$ cat config.mk
export PLATFORM = sky130hd
export DESIGN_NAME = pipelineCore
export DESIGN_NICKNAME = d
export VERILOG_FILES = /design/src/common/cpuTypesPkg.sv /design/src/logic/controlDecode.sv /design/src/logic/executeStage.sv /design/src/logic/fetchUnit.sv /design/src/logic/pipelineCore.sv /design/src/logic/registerFile.sv /design/src/pipeline/pipelineReg.sv
export SDC_FILE = /design/constraint.sdc
export NUM_CORES = 2
export LEC_CHECK = 0
export BUFFER_PORTS_ARGS = -buffer_cell sky130_fd_sc_hd__buf_2
export CAP_MARGIN = 10
export CORE_MARGIN = 2
export CORE_UTILIZATION = 50
export CTS_BUF_LIST = sky130_fd_sc_hd__clkbuf_4
export CTS_CLUSTER_DIAMETER = 40
export DETAILED_ROUTE_END_ITERATION = 7
export GPL_TIMING_DRIVEN = 0
export PLACE_DENSITY = 0.76
export SLEW_MARGIN = 25
export SYNTH_ARGS = -nofsm -noshare
export SYNTH_HDL_FRONTEND = slang
export SYNTH_SLANG_ARGS = --single-unit
$ cat constraint.sdc
create_clock -name CLK -period 7.2 [get_ports CLK]
set_clock_uncertainty 0.2 [all_clocks]
set_input_delay 1.44 -clock CLK [delete_from_list [all_inputs] [get_ports CLK]]
set_output_delay 1.44 -clock CLK [all_outputs]
set_load 0.03 [all_outputs]
$ cat src/common/cpuTypesPkg.sv
package cpuTypesPkg;

  typedef logic [31:0] wordT;
  typedef logic [4:0]  regIdxT;

  typedef enum logic [2:0] {
    aluAdd,
    aluSub,
    aluAnd,
    aluOr,
    aluSlt,
    aluLui
  } aluOpT;

  // primary opcodes
  localparam logic [5:0] opRtype = 6'h00;
  localparam logic [5:0] opJ     = 6'h02;
  localparam logic [5:0] opBeq   = 6'h04;
  localparam logic [5:0] opBne   = 6'h05;
  localparam logic [5:0] opAddiu = 6'h09;
  localparam logic [5:0] opOri   = 6'h0D;
  localparam logic [5:0] opLui   = 6'h0F;
  localparam logic [5:0] opLw    = 6'h23;
  localparam logic [5:0] opSw    = 6'h2B;
  localparam logic [5:0] opHalt  = 6'h3F;

  // r-type function codes
  localparam logic [5:0] fnAddu = 6'h21;
  localparam logic [5:0] fnSubu = 6'h23;
  localparam logic [5:0] fnAnd  = 6'h24;
  localparam logic [5:0] fnOr   = 6'h25;
  localparam logic [5:0] fnSlt  = 6'h2A;

  // stage records, all zero means bubble
  typedef struct packed {
    logic valid;
    wordT instr;
    wordT pc;
    wordT npc;
  } ifIdT;

  typedef struct packed {
    logic   valid;
    wordT   pc;
    wordT   npc;
    wordT   instr;
    wordT   rdat1;
    wordT   rdat2;
    wordT   imm;
    regIdxT rt;
    regIdxT rd;
    logic   regDst;
    logic   aluSrc;
    aluOpT  aluOp;
    logic   memWr;
    logic   memRd;
    logic   beq;
    logic   bne;
    logic   jump;
    logic   regWr;
    logic   memToReg;
    logic   halt;
  } idExT;

  typedef struct packed {
    logic   valid;
    wordT   aluOut;
    wordT   rdat2;
    regIdxT wrDest;
    logic   memWr;
    logic   memRd;
    logic   regWr;
    logic   memToReg;
    logic   halt;
  } exMemT;

  typedef struct packed {
    logic   valid;
    wordT   aluOut;
    wordT   dmemLoad;
    regIdxT wrDest;
    logic   regWr;
    logic   memToReg;
    logic   halt;
  } memWbT;

endpackage

$ cat src/logic/controlDecode.sv
`timescale 1ns/10ps

module controlDecode (
  input  cpuTypesPkg::wordT   instr,
  output cpuTypesPkg::regIdxT rs,
  output cpuTypesPkg::regIdxT rt,
  output cpuTypesPkg::regIdxT rd,
  output cpuTypesPkg::wordT   imm,
  output logic                regDst,
  output logic                aluSrc,
  output logic                memWr,
  output logic                memRd,
  output logic                beq,
  output logic                bne,
  output logic                jump,
  output logic                regWr,
  output logic                memToReg,
  output logic                halt,
  output cpuTypesPkg::aluOpT  aluOp
);
  import cpuTypesPkg::*;

  logic [5:0]  opcode;
  logic [5:0]  funct;
  logic [15:0] imm16;

  assign opcode = instr[31:26];
  assign funct  = instr[5:0];
  assign imm16  = instr[15:0];
  assign rs     = instr[25:21];
  assign rt     = instr[20:16];
  assign rd     = instr[15:11];

  // ori zero-extends, lui moves to the upper half, the rest sign-extend
  always_comb begin
    case (opcode)
      opOri:   imm = {16'h0000, imm16};
      opLui:   imm = {imm16, 16'h0000};
      default: imm = {{16{imm16[15]}}, imm16};
    endcase
  end

  always_comb begin
    regDst   = 1'b0;
    aluSrc   = 1'b0;
    memWr    = 1'b0;
    memRd    = 1'b0;
    beq      = 1'b0;
    bne      = 1'b0;
    jump     = 1'b0;
    regWr    = 1'b0;
    memToReg = 1'b0;
    halt     = 1'b0;
    aluOp    = aluAdd;
    case (opcode)
      opRtype: begin
        regDst = 1'b1;
        regWr  = 1'b1;
        case (funct)
          fnAddu: aluOp = aluAdd;
          fnSubu: aluOp = aluSub;
          fnAnd:  aluOp = aluAnd;
          fnOr:   aluOp = aluOr;
          fnSlt:  aluOp = aluSlt;
          default: begin
            // unsupported funct behaves as a no-op
            regDst = 1'b0;
            regWr  = 1'b0;
          end
        endcase
      end
      opAddiu: begin
        aluSrc = 1'b1;
        regWr  = 1'b1;
      end
      opOri: begin
        aluSrc = 1'b1;
        regWr  = 1'b1;
        aluOp  = aluOr;
      end
      opLui: begin
        aluSrc = 1'b1;
        regWr  = 1'b1;
        aluOp  = aluLui;
      end
      opLw: begin
        aluSrc   = 1'b1;
        regWr    = 1'b1;
        memRd    = 1'b1;
        memToReg = 1'b1;
      end
      opSw: begin
        aluSrc = 1'b1;
        memWr  = 1'b1;
      end
      opBeq: begin
        beq   = 1'b1;
        aluOp = aluSub;
      end
      opBne: begin
        bne   = 1'b1;
        aluOp = aluSub;
      end
      opJ:     jump = 1'b1;
      opHalt:  halt = 1'b1;
      default: ;
    endcase
  end

endmodule

$ cat src/logic/executeStage.sv
`timescale 1ns/10ps

module executeStage (
  input  cpuTypesPkg::idExT   idEx,
  output cpuTypesPkg::wordT   aluOut,
  output cpuTypesPkg::regIdxT wrDest,
  output logic                taken,
  output cpuTypesPkg::wordT   target
);
  import cpuTypesPkg::*;

  wordT opA;
  wordT opB;
  wordT branchOffset;
  wordT jumpAddr;
  logic zero;

  assign opA = idEx.rdat1;
  assign opB = idEx.aluSrc ? idEx.imm : idEx.rdat2;

  always_comb begin
    case (idEx.aluOp)
      aluAdd:  aluOut = opA + opB;
      aluSub:  aluOut = opA - opB;
      aluAnd:  aluOut = opA & opB;
      aluOr:   aluOut = opA | opB;
      aluSlt:  aluOut = ($signed(opA) < $signed(opB)) ? 32'd1 : 32'd0;
      // immediate already sits in the upper half
      aluLui:  aluOut = opB;
      default: aluOut = opA + opB;
    endcase
  end

  // branches subtract, so equal operands give zero
  assign zero = (aluOut == '0);

  assign taken = idEx.valid
               & ((idEx.beq & zero) | (idEx.bne & ~zero) | idEx.jump);

  assign branchOffset = {idEx.imm[29:0], 2'b00};
  assign jumpAddr     = {idEx.npc[31:28], idEx.instr[25:0], 2'b00};

  assign target = idEx.jump ? jumpAddr : idEx.npc + branchOffset;

  // rd for r-type, rt for immediates and loads
  assign wrDest = idEx.regDst ? idEx.rd : idEx.rt;

endmodule

$ cat src/logic/fetchUnit.sv
`timescale 1ns/10ps

module fetchUnit #(
  parameter cpuTypesPkg::wordT resetPc = '0
) (
  input  logic              CLK,
  input  logic              nRST,
  input  logic              advance,
  input  logic              redirect,
  input  cpuTypesPkg::wordT redirectTarget,
  output cpuTypesPkg::wordT pc,
  output cpuTypesPkg::wordT npc
);
  import cpuTypesPkg::*;

  wordT pcNext;

  // sequential address, also the base for branch targets
  assign npc = pc + 32'd4;

  always_comb begin
    if (redirect) begin
      pcNext = redirectTarget;
    end else begin
      pcNext = npc;
    end
  end

  always_ff @(posedge CLK, negedge nRST) begin
    if (!nRST) begin
      pc <= resetPc;
    end else if (advance) begin
      pc <= pcNext;
    end
  end

endmodule

$ cat src/logic/pipelineCore.sv
`timescale 1ns/10ps

module pipelineCore #(
  parameter cpuTypesPkg::wordT resetPc = '0
) (
  input  logic                CLK,
  input  logic                nRST,
  output cpuTypesPkg::wordT   imemAddr,
  output logic                imemRen,
  input  cpuTypesPkg::wordT   imemLoad,
  input  logic                ihit,
  output cpuTypesPkg::wordT   dmemAddr,
  output cpuTypesPkg::wordT   dmemStore,
  output logic                dmemRen,
  output logic                dmemWen,
  input  cpuTypesPkg::wordT   dmemLoad,
  input  logic                dhit,
  output logic                wbEn,
  output cpuTypesPkg::regIdxT wbSel,
  output cpuTypesPkg::wordT   wbData,
  output logic                halt
);
  import cpuTypesPkg::*;

  wordT   pc;
  wordT   npc;
  logic   advance;
  logic   memDone;
  logic   flush;
  logic   memPending;
  logic   haltSeen;
  ifIdT   ifId;
  idExT   idEx;
  exMemT  exMem;
  memWbT  memWb;
  idExT   decodeBundle;

  regIdxT rs;
  regIdxT rt;
  regIdxT rd;
  wordT   imm;
  logic   regDst;
  logic   aluSrc;
  logic   memWr;
  logic   memRd;
  logic   beq;
  logic   bne;
  logic   jump;
  logic   regWr;
  logic   memToReg;
  logic   haltDec;
  aluOpT  aluOp;
  wordT   rDat1;
  wordT   rDat2;

  wordT   aluOut;
  regIdxT wrDest;
  logic   taken;
  wordT   target;

  // sticky once a HALT has reached write-back
  assign halt = haltSeen | (memWb.valid & memWb.halt);

  always_ff @(posedge CLK, negedge nRST) begin
    if (!nRST) begin
      haltSeen <= 1'b0;
    end else if (memWb.valid && memWb.halt) begin
      haltSeen <= 1'b1;
    end
  end

  // younger work stranded in exMem after halt never reaches memory
  assign dmemRen    = exMem.valid & exMem.memRd & ~halt;
  assign dmemWen    = exMem.valid & exMem.memWr & ~halt;
  assign dmemAddr   = exMem.aluOut;
  assign dmemStore  = exMem.rdat2;
  assign memPending = dmemRen | dmemWen;

  assign advance = ihit & ~memPending & ~halt;
  assign memDone = dhit & memPending;
  assign flush   = advance & taken;

  assign imemAddr = pc;
  assign imemRen  = ~halt;

  assign wbEn   = memWb.valid & memWb.regWr & (memWb.wrDest != '0);
  assign wbSel  = memWb.wrDest;
  assign wbData = memWb.memToReg ? memWb.dmemLoad : memWb.aluOut;

  fetchUnit #(
    .resetPc(resetPc)
  ) fetch (
    .CLK           (CLK),
    .nRST          (nRST),
    .advance       (advance),
    .redirect      (taken),
    .redirectTarget(target),
    .pc            (pc),
    .npc           (npc)
  );

  controlDecode decode (
    .instr   (ifId.instr),
    .rs      (rs),
    .rt      (rt),
    .rd      (rd),
    .imm     (imm),
    .regDst  (regDst),
    .aluSrc  (aluSrc),
    .memWr   (memWr),
    .memRd   (memRd),
    .beq     (beq),
    .bne     (bne),
    .jump    (jump),
    .regWr   (regWr),
    .memToReg(memToReg),
    .halt    (haltDec),
    .aluOp   (aluOp)
  );

  registerFile regFile (
    .CLK  (CLK),
    .nRST (nRST),
    .wEn  (wbEn),
    .wSel (wbSel),
    .wDat (wbData),
    .rSel1(rs),
    .rSel2(rt),
    .rDat1(rDat1),
    .rDat2(rDat2)
  );

  // decode record headed for idEx
  always_comb begin
    decodeBundle          = '0;
    decodeBundle.valid    = ifId.valid;
    decodeBundle.pc       = ifId.pc;
    decodeBundle.npc      = ifId.npc;
    decodeBundle.instr    = ifId.instr;
    decodeBundle.rdat1    = rDat1;
    decodeBundle.rdat2    = rDat2;
    decodeBundle.imm      = imm;
    decodeBundle.rt       = rt;
    decodeBundle.rd       = rd;
    decodeBundle.regDst   = regDst;
    decodeBundle.aluSrc   = aluSrc;
    decodeBundle.aluOp    = aluOp;
    decodeBundle.memWr    = memWr;
    decodeBundle.memRd    = memRd;
    decodeBundle.beq      = beq;
    decodeBundle.bne      = bne;
    decodeBundle.jump     = jump;
    decodeBundle.regWr    = regWr;
    decodeBundle.memToReg = memToReg;
    decodeBundle.halt     = haltDec;
  end

  executeStage execute (
    .idEx  (idEx),
    .aluOut(aluOut),
    .wrDest(wrDest),
    .taken (taken),
    .target(target)
  );

  pipelineReg stageRegs (
    .CLK       (CLK),
    .nRST      (nRST),
    .advance   (advance),
    .memDone   (memDone),
    .flush     (flush),
    .inImemLoad(imemLoad),
    .inPc      (pc),
    .inNpc     (npc),
    .inDecode  (decodeBundle),
    .inAluOut  (aluOut),
    .inWrDest  (wrDest),
    .inDmemLoad(dmemLoad),
    .ifId      (ifId),
    .idEx      (idEx),
    .exMem     (exMem),
    .memWb     (memWb)
  );

endmodule

$ cat src/logic/registerFile.sv
`timescale 1ns/10ps

module registerFile (
  input  logic                CLK,
  input  logic                nRST,
  input  logic                wEn,
  input  cpuTypesPkg::regIdxT wSel,
  input  cpuTypesPkg::wordT   wDat,
  input  cpuTypesPkg::regIdxT rSel1,
  input  cpuTypesPkg::regIdxT rSel2,
  output cpuTypesPkg::wordT   rDat1,
  output cpuTypesPkg::wordT   rDat2
);
  import cpuTypesPkg::*;

  wordT regs [32];
  logic bypass1;
  logic bypass2;

  always_ff @(posedge CLK, negedge nRST) begin
    if (!nRST) begin
      for (int i = 0; i < 32; i++) begin
        regs[i] <= '0;
      end
    end else if (wEn && wSel != '0) begin
      // $zero never takes a write
      regs[wSel] <= wDat;
    end
  end

  // same-cycle write is visible to decode
  assign bypass1 = wEn && (wSel == rSel1) && (rSel1 != '0);
  assign bypass2 = wEn && (wSel == rSel2) && (rSel2 != '0);

  assign rDat1 = bypass1 ? wDat : regs[rSel1];
  assign rDat2 = bypass2 ? wDat : regs[rSel2];

endmodule

$ cat src/pipeline/pipelineReg.sv
`timescale 1ns/10ps

module pipelineReg (
  input  logic                CLK,
  input  logic                nRST,
  input  logic                advance,
  input  logic                memDone,
  input  logic                flush,
  input  cpuTypesPkg::wordT   inImemLoad,
  input  cpuTypesPkg::wordT   inPc,
  input  cpuTypesPkg::wordT   inNpc,
  input  cpuTypesPkg::idExT   inDecode,
  input  cpuTypesPkg::wordT   inAluOut,
  input  cpuTypesPkg::regIdxT inWrDest,
  input  cpuTypesPkg::wordT   inDmemLoad,
  output cpuTypesPkg::ifIdT   ifId,
  output cpuTypesPkg::idExT   idEx,
  output cpuTypesPkg::exMemT  exMem,
  output cpuTypesPkg::memWbT  memWb
);
  import cpuTypesPkg::*;

  ifIdT  nextIfId;
  idExT  nextIdEx;
  exMemT nextExMem;
  memWbT nextMemWb;

  // fetched word entering decode
  always_comb begin
    nextIfId       = '0;
    nextIfId.valid = 1'b1;
    nextIfId.instr = inImemLoad;
    nextIfId.pc    = inPc;
    nextIfId.npc   = inNpc;
  end

  // decode bundle only counts behind a real instruction
  always_comb begin
    nextIdEx = '0;
    if (inDecode.valid) begin
      nextIdEx = inDecode;
    end
  end

  // execute results plus the flags memory and write-back still need
  always_comb begin
    nextExMem = '0;
    if (idEx.valid) begin
      nextExMem.valid    = 1'b1;
      nextExMem.aluOut   = inAluOut;
      nextExMem.rdat2    = idEx.rdat2;
      nextExMem.wrDest   = inWrDest;
      nextExMem.memWr    = idEx.memWr;
      nextExMem.memRd    = idEx.memRd;
      nextExMem.regWr    = idEx.regWr;
      nextExMem.memToReg = idEx.memToReg;
      nextExMem.halt     = idEx.halt;
    end
  end

  // load data is sampled here, on the cycle the access completes
  always_comb begin
    nextMemWb = '0;
    if (exMem.valid) begin
      nextMemWb.valid    = 1'b1;
      nextMemWb.aluOut   = exMem.aluOut;
      nextMemWb.dmemLoad = inDmemLoad;
      nextMemWb.wrDest   = exMem.wrDest;
      nextMemWb.regWr    = exMem.regWr;
      nextMemWb.memToReg = exMem.memToReg;
      nextMemWb.halt     = exMem.halt;
    end
  end

  always_ff @(posedge CLK, negedge nRST) begin
    if (!nRST) begin
      ifId  <= '0;
      idEx  <= '0;
      exMem <= '0;
      memWb <= '0;
    end else if (advance) begin
      // squash the two younger slots behind a taken branch
      if (flush) begin
        ifId <= '0;
        idEx <= '0;
      end else begin
        ifId <= nextIfId;
        idEx <= nextIdEx;
      end
      exMem <= nextExMem;
      memWb <= nextMemWb;
    end else if (memDone) begin
      // drain the finished access, front stages hold
      exMem <= '0;
      memWb <= nextMemWb;
    end else begin
      // hold everything, but never repeat a write-back
      memWb <= '0;
    end
  end

endmodule

# Word-level counts from Yosys, hierarchy flattened
# Index checks and enable logic that the tools add are counted.
[totals]
reg_bits = 1480
input_bits = 68
output_inout_bits = 138
wordCells = 186
[classes]
addsub = 4
order_cmp = 5
n_eq_ne = 21
mux = 40
n_bitwise = 26
n_reduce_logical = 17
[op_table]
columns = ["cell", "count"]
rows = [
  ["$bwmux 1024", 1],
  ["$mux 216", 2],
  ["$mux 32", 11],
  ["$bmux 32 s5", 2],
  ["$mux 75", 3],
  ["$mux 73", 3],
  ["$demux 32 s5", 1],
  ["$pmux 32 s5", 1],
  ["$mux 97", 1],
  ["$add 32x32->32", 2],
  ["$pmux 32 s2", 1],
  ["$eq 6x6->1 const B", 8],
  ["$add 32x3->32 const B", 1],
  ["$and 32x32->32", 1],
  ["$logic_not 32->1", 1],
  ["$lt 32x32->1", 1],
  ["$or 32x32->32", 1],
  ["$sub 32x32->32", 1],
  ["$pmux 3 s4", 2],
  ["$eq 6x4->1 const B", 3],
  ["$ge 6x6->1 const B", 3],
  ["$not 5->6", 3],
  ["$reduce_bool 5->1", 3],
  ["$and 1x1->1", 14],
  ["18 further kinds", 43],
]

# Longest topological paths before layout
[depth]
word_depth = 12
mapped_depth = 25
depth_no_buf = 17

# Modules after synthesis
# A second synthesis with hierarchy kept.
[hier_totals]
cells_unflattened = 6529
hier_area_um2 = 83391.2
[by_module_without_submodules]
columns = ["mod", "n_inst", "cells_per_inst", "area_each_um2"]
rows = [
  ["registerFile", 1, 3408, 54084.4],
  ["pipelineReg", 1, 1462, 17589.4],
  ["executeStage", 1, 1215, 8124.0],
  ["fetchUnit", 1, 301, 2419.8],
  ["controlDecode", 1, 95, 668.1],
  ["pipelineCore", 1, 48, 505.5],
]

# Worst setup path after synthesis
# OpenSTA, ideal clock, no wires.
[synth_path]
kind = "reg-to-reg"
startpoint = "register, netlist name stageRegs.idEx[11]"
endpoint = "register, netlist name stageRegs.idEx[143]"
setup_time_ps = 121
arrival_ps = 5398
t_required_ps = 6879
path_slack_ps = 1481
path_stages_with_launch = 26
path_buffers = 8
path_cell_list = "dfrtp_1 -> buf_2 -> buf_2 -> buf_2 -> buf_1 -> mux2_2 -> inv_1 -> ha_1 -> clkbuf_1 -> nor2_1 -> nor3_1 -> a21oi_1 -> o21ai_0 -> o21ai_1 -> a311oi_1 -> o41ai_1 -> mux2i_1 -> a21oi_1 -> nor4b_1 -> a211oi_1 -> or3b_1 -> and3_1 -> buf_2 -> buf_6 -> buf_6 -> a22o_1"
[synth_via]
elab_chain_cells = 12
[synth_lines]
columns = ["item", "line_no", "rtl"]
rows = [
  ["$mux 32 (*)", "executeStage.sv:19", "assign opB = idEx.aluSrc ? idEx.imm : idEx.rdat2;"],
  ["$lt 32x32->1", "executeStage.sv:27", "aluSlt: aluOut = ($signed(opA) < $signed(opB)) ? 32'd1 : 32'd0;"],
  ["$mux 1", "executeStage.sv:27", ""],
  ["$pmux 32 s5 (*)", "executeStage.sv:22", "case (idEx.aluOp)"],
  ["$logic_not 32->1 (*)", "executeStage.sv:35", "assign zero = (aluOut == '0);"],
  ["$not 1->1", "executeStage.sv:38", "& ((idEx.beq & zero) | (idEx.bne & ~zero) | idEx.jump);"],
  ["$and 1x1->1", "executeStage.sv:38", ""],
  ["$or 1x1->1 (*) (2 in a row)", "executeStage.sv:38", ""],
  ["$and 1x1->1 (*)", "executeStage.sv:38", ""],
  ["$and 1x1->1 (*)", "pipelineCore.sv:81", "assign flush = advance & taken;"],
  ["$mux 216 (*)", "pipelineReg.sv:83", "if (flush) begin"],
]
# Every way passes the cells marked *; elsewhere a longest branch is shown, timed or not.
# A chain may end at the register's enable or synchronous reset.

# Final worst setup path
[layout_path]
startpoint = "register, netlist name stageRegs.idEx[11]"
endpoint = "register, netlist name stageRegs.idEx[142]"
[layout_via]
elab_chain_cells = 12
[layout_lines]
columns = ["item", "line_no"]
rows = [
  ["$mux 32 (*)", "executeStage.sv:19"],
  ["$lt 32x32->1", "executeStage.sv:27"],
  ["$mux 1", "executeStage.sv:27"],
  ["$pmux 32 s5 (*)", "executeStage.sv:22"],
  ["$logic_not 32->1 (*)", "executeStage.sv:35"],
  ["$not 1->1", "executeStage.sv:38"],
  ["$and 1x1->1", "executeStage.sv:38"],
  ["$or 1x1->1 (*) (2 in a row)", "executeStage.sv:38"],
  ["$and 1x1->1 (*)", "executeStage.sv:38"],
  ["$and 1x1->1 (*)", "pipelineCore.sv:81"],
  ["$mux 216 (*)", "pipelineReg.sv:83"],
]
# Marks and branches as above.

==> impl_metrics.tcl <==
set metrics [dict create \
    leakagePower_nw 38.3 \
    vias 65068 \
    p_seq_share_pct 33.6 \
    p_per_area_mw_per_mm2 328 \
    post-place-ws_ns -1.65 \
    rows 143 \
    fp.coreArea_mm2 0.152 \
    crit_type "reg2reg" \
    max_freq_mhz 140 \
    gp_congestion 1.05 \
    hold_end "stageRegs.ifId[70]" \
    setup_viol 0 \
    ir_worst_vdd_mv 0.227 \
    htreeDepth 5 \
    cts_tree "yes" \
    crit_path_max_fanout 10 \
    remaining_drc_errors 0 \
    cp_cell_sequence "buf_2 -> buf_4 -> buf_4 -> mux2_2 -> ha_1 -> a211oi_2 -> o21ai_1 -> a211o_1 -> a221o_1 -> a222oi_1 -> nand4b_1 -> nor4_4 -> and4b_1 -> and4b_1 -> a211oi_2 -> or3b_1 -> and3_1 -> buf_2 -> buf_6 -> buf_6 -> a22o_1" \
    min_from "imemLoad[6]" \
    synthTopCellsByArea "dfrtp_1, mux4_2, a21oi_1" \
    p_int_mw 16.3 \
    ys_seq_area_share_pct 46.8 \
    r2r_slack_ns 0.05 \
    r2r_cells 21 \
    dpl_cell_area_mm2 0.0808 \
    totalPowerFinal_mw 28.1 \
    hold_viol_final 0 \
    layout_common_cells "dfrtp_1, nand2_1, nor2_1, a21oi_1, o21ai_0" \
    drv_cap 0 \
    clk-insertion-delay-late_ns 1.44 \
    start_util_pct 50.5 \
    fin_area_mm2 0.0857 \
    dieHeight_um 396 \
    antenna_left 0 \
    p_clk_share_pct 25.8 \
    setup_ws_ns 0.0473 \
    cp-end-kind "flop" \
    synth-seq-cells 1436 \
    dieWidth_um 396 \
    critical_path_arrival_ns 8.24 \
    power_frac_comb_pct 40.6 \
    synthCells 7000 \
    drt-pass1-iter-count 6 \
    startpoint_type "flop" \
    final_core_util_pct 56.3 \
    ios 206 \
    synthFlopType "dfrtp_1" \
    synthArstFlopShare_pct 100 \
    first_global_vias 64192 \
    cts_buffers 386 \
    max_slew.worst_pin.slew_ns 1.23 \
    synth_area_per_cell_um2 11.0 \
    slowest_delay_ns 0.50 \
    swShare_pct 42.0 \
    grt_overflow 0 \
    port_buffers 205 \
    wl_per_cell_um 29.0 \
    synth-edff-count 0 \
    synth.top_cell.area_share_pct 46.8 \
    hold_path.class "in2reg" \
    grt_usage_pct 36.5 \
    dp_hpwl_um 221000 \
    synth.largest_area_cell "dfrtp_1" \
    fin_crit_sh_pct 99.3 \
    slew_violations 0 \
    fill_cells 12785 \
    drive_gt1_share_pct 21.4 \
    layout_min_cycle_time_ns 7.15 \
    grt_start_max_net_pins 141 \
    synth_nets 7197 \
    status "completed" \
    yosys_warnings 0 \
    final_nets 7809 \
    critPathRequiredTime_ns 8.28 \
    cts.reportedPaths.clkPinSlew_ns 0.07 \
    antenna_found_initial 16 \
    cts_buffer_depth 4 \
    cts.sinks 1436 \
    routed_wl_um 288000 \
    whs_path_depth 3 \
    final_common_cell "dfrtp_1" \
    timing.rr.end "stageRegs.idEx[142]" \
    first_iter_violations 9227 \
    area_delta_synth_final_pct 11.5 \
    crit_slowest_cell "or3b_1" \
    die-area_mm2 0.157 \
    slew_headroom_pct 17.9 \
    routed_via_density 6.56 \
    reg2reg_from "stageRegs.idEx[11]" \
    fin_tns_setup_ns 0 \
    grt_pass1_wl_um 418000 \
    cts-root-buf "clkbuf_4" \
    synthesis.area_mm2 0.0769 \
    p_sw_mw 11.8 \
    synthDistinctLibCells 91 \
]
==> power by group through the flow <==
stage                     logic, mW  clock network, mW  registers, mW
final                          11.4               7.26           9.42
after global routing           11.9               7.71           9.41
after CTS                      11.0               7.25           9.37
after detailed placement       10.9                  0           9.51
after global placement         10.8                  0           9.52
after floorplan                7.11                  0           9.21
==> logic make-up (layout without fill, tap and decap cells) <==
kind of cell               after synthesis  in the layout  share of synthesized area, %
AOI/OAI and AO/OA                     1854           1854                          14.5
and+or+nand+nor                       1774           1774                          9.74
DFF                                   1436           1436                          46.8
buffers and inverters                  921           1792                          5.03
muxes                                  811            811                          21.0
adders and majority gates              129            129                          2.13
xor gates and xnor gates                75             75                         0.855
other                                    0             18                             0
==> worst max-delay path by stage <==
stage	endpoint	start	slack (ns)
after floorplan	stageRegs.idEx[143]	stageRegs.idEx[11]	1.48
after global placement	fetch.pc[4]	nRST	-26.35
after detailed placement	fetch.pc[10]	stageRegs.idEx[11]	-1.65
after CTS	stageRegs.idEx[93]	stageRegs.idEx[11]	0.02
after global routing	stageRegs.idEx[151]	stageRegs.idEx[11]	-0.04
final	stageRegs.idEx[142]	stageRegs.idEx[11]	0.05
==> cell usage after synthesis, drive strengths merged, types with 51 or more instances <==
master,instances
ha,126
and3,106
a22o,196
clkbuf,559
mux2i,140
nand2,736
inv,173
nor2,694
nand3,51
o21ai,648
mux4,640
a21oi,691
buf,188
dfrtp,1436
==> layout make-up <==
cell class,count,area [um^2],area share [%]
tap,2030,2540,2.96
buffer,747,3300,3.86
clock buffer,535,4020,4.69
antenna,18,45.0,0.0526
multi-input combinational,4643,37200,43.4
sequential,1436,35900,41.9
clock inverter,112,628,0.733
timing repair buffer,224,1410,1.64
inverter,174,653,0.762
==> metal layers <==
layer	vias up	GRT usage [%]	wire, um
li1	26863	-	-
met1	32638	46.1	102000
met2	4632	54.5	128000
met3	921	12.3	37200
met4	14	22.0	20500
met5	-	0.308	138
==> repair_timing <==
action	in CTS	in global routing
pin swaps	3	1
setup endpoints to repair	264	229
gates resized for setup	20	13
endpoints found under the hold margin	78	0
gates cloned	0	0
setup buffers	2	2
hold buffers	1	0
==> flip-flops by register name (all words and copies together) (netlist names) <==
| name | count |
|---|---|
| regFile.regs | 1024 |
| stageRegs.idEx | 167 |
| stageRegs.exMem | 74 |
| stageRegs.memWb | 73 |
| stageRegs.ifId | 65 |
| fetch.pc | 32 |
| haltSeen | 1 |
==> critical path: cells and delay by family (launching register included) <==
kind / cells / cell delay [ns]
AND/OR/NAND/NOR: 6 / 2.09
adder cells (fa/ha/maj): 1 / 0.33
multiplexers: 1 / 0.41
AO/OA/AOI/OAI: 7 / 2.25
flip-flops: 1 / 0.32
buffers and inverters: 6 / 1.40
==> metrics by stage <==
step | hold WS (ns) | std cells
4_1_cts | 0.0174 | 9899
3_5_place_dp | 0.247 | 9249
6_report | 0.0651 | 9919
3_3_place_gp | 0.241 | 9235
2_1_floorplan | 0.230 | 7000
5_1_grt | 0.0258 | 9912
Power figures use the tool's default switching activity.
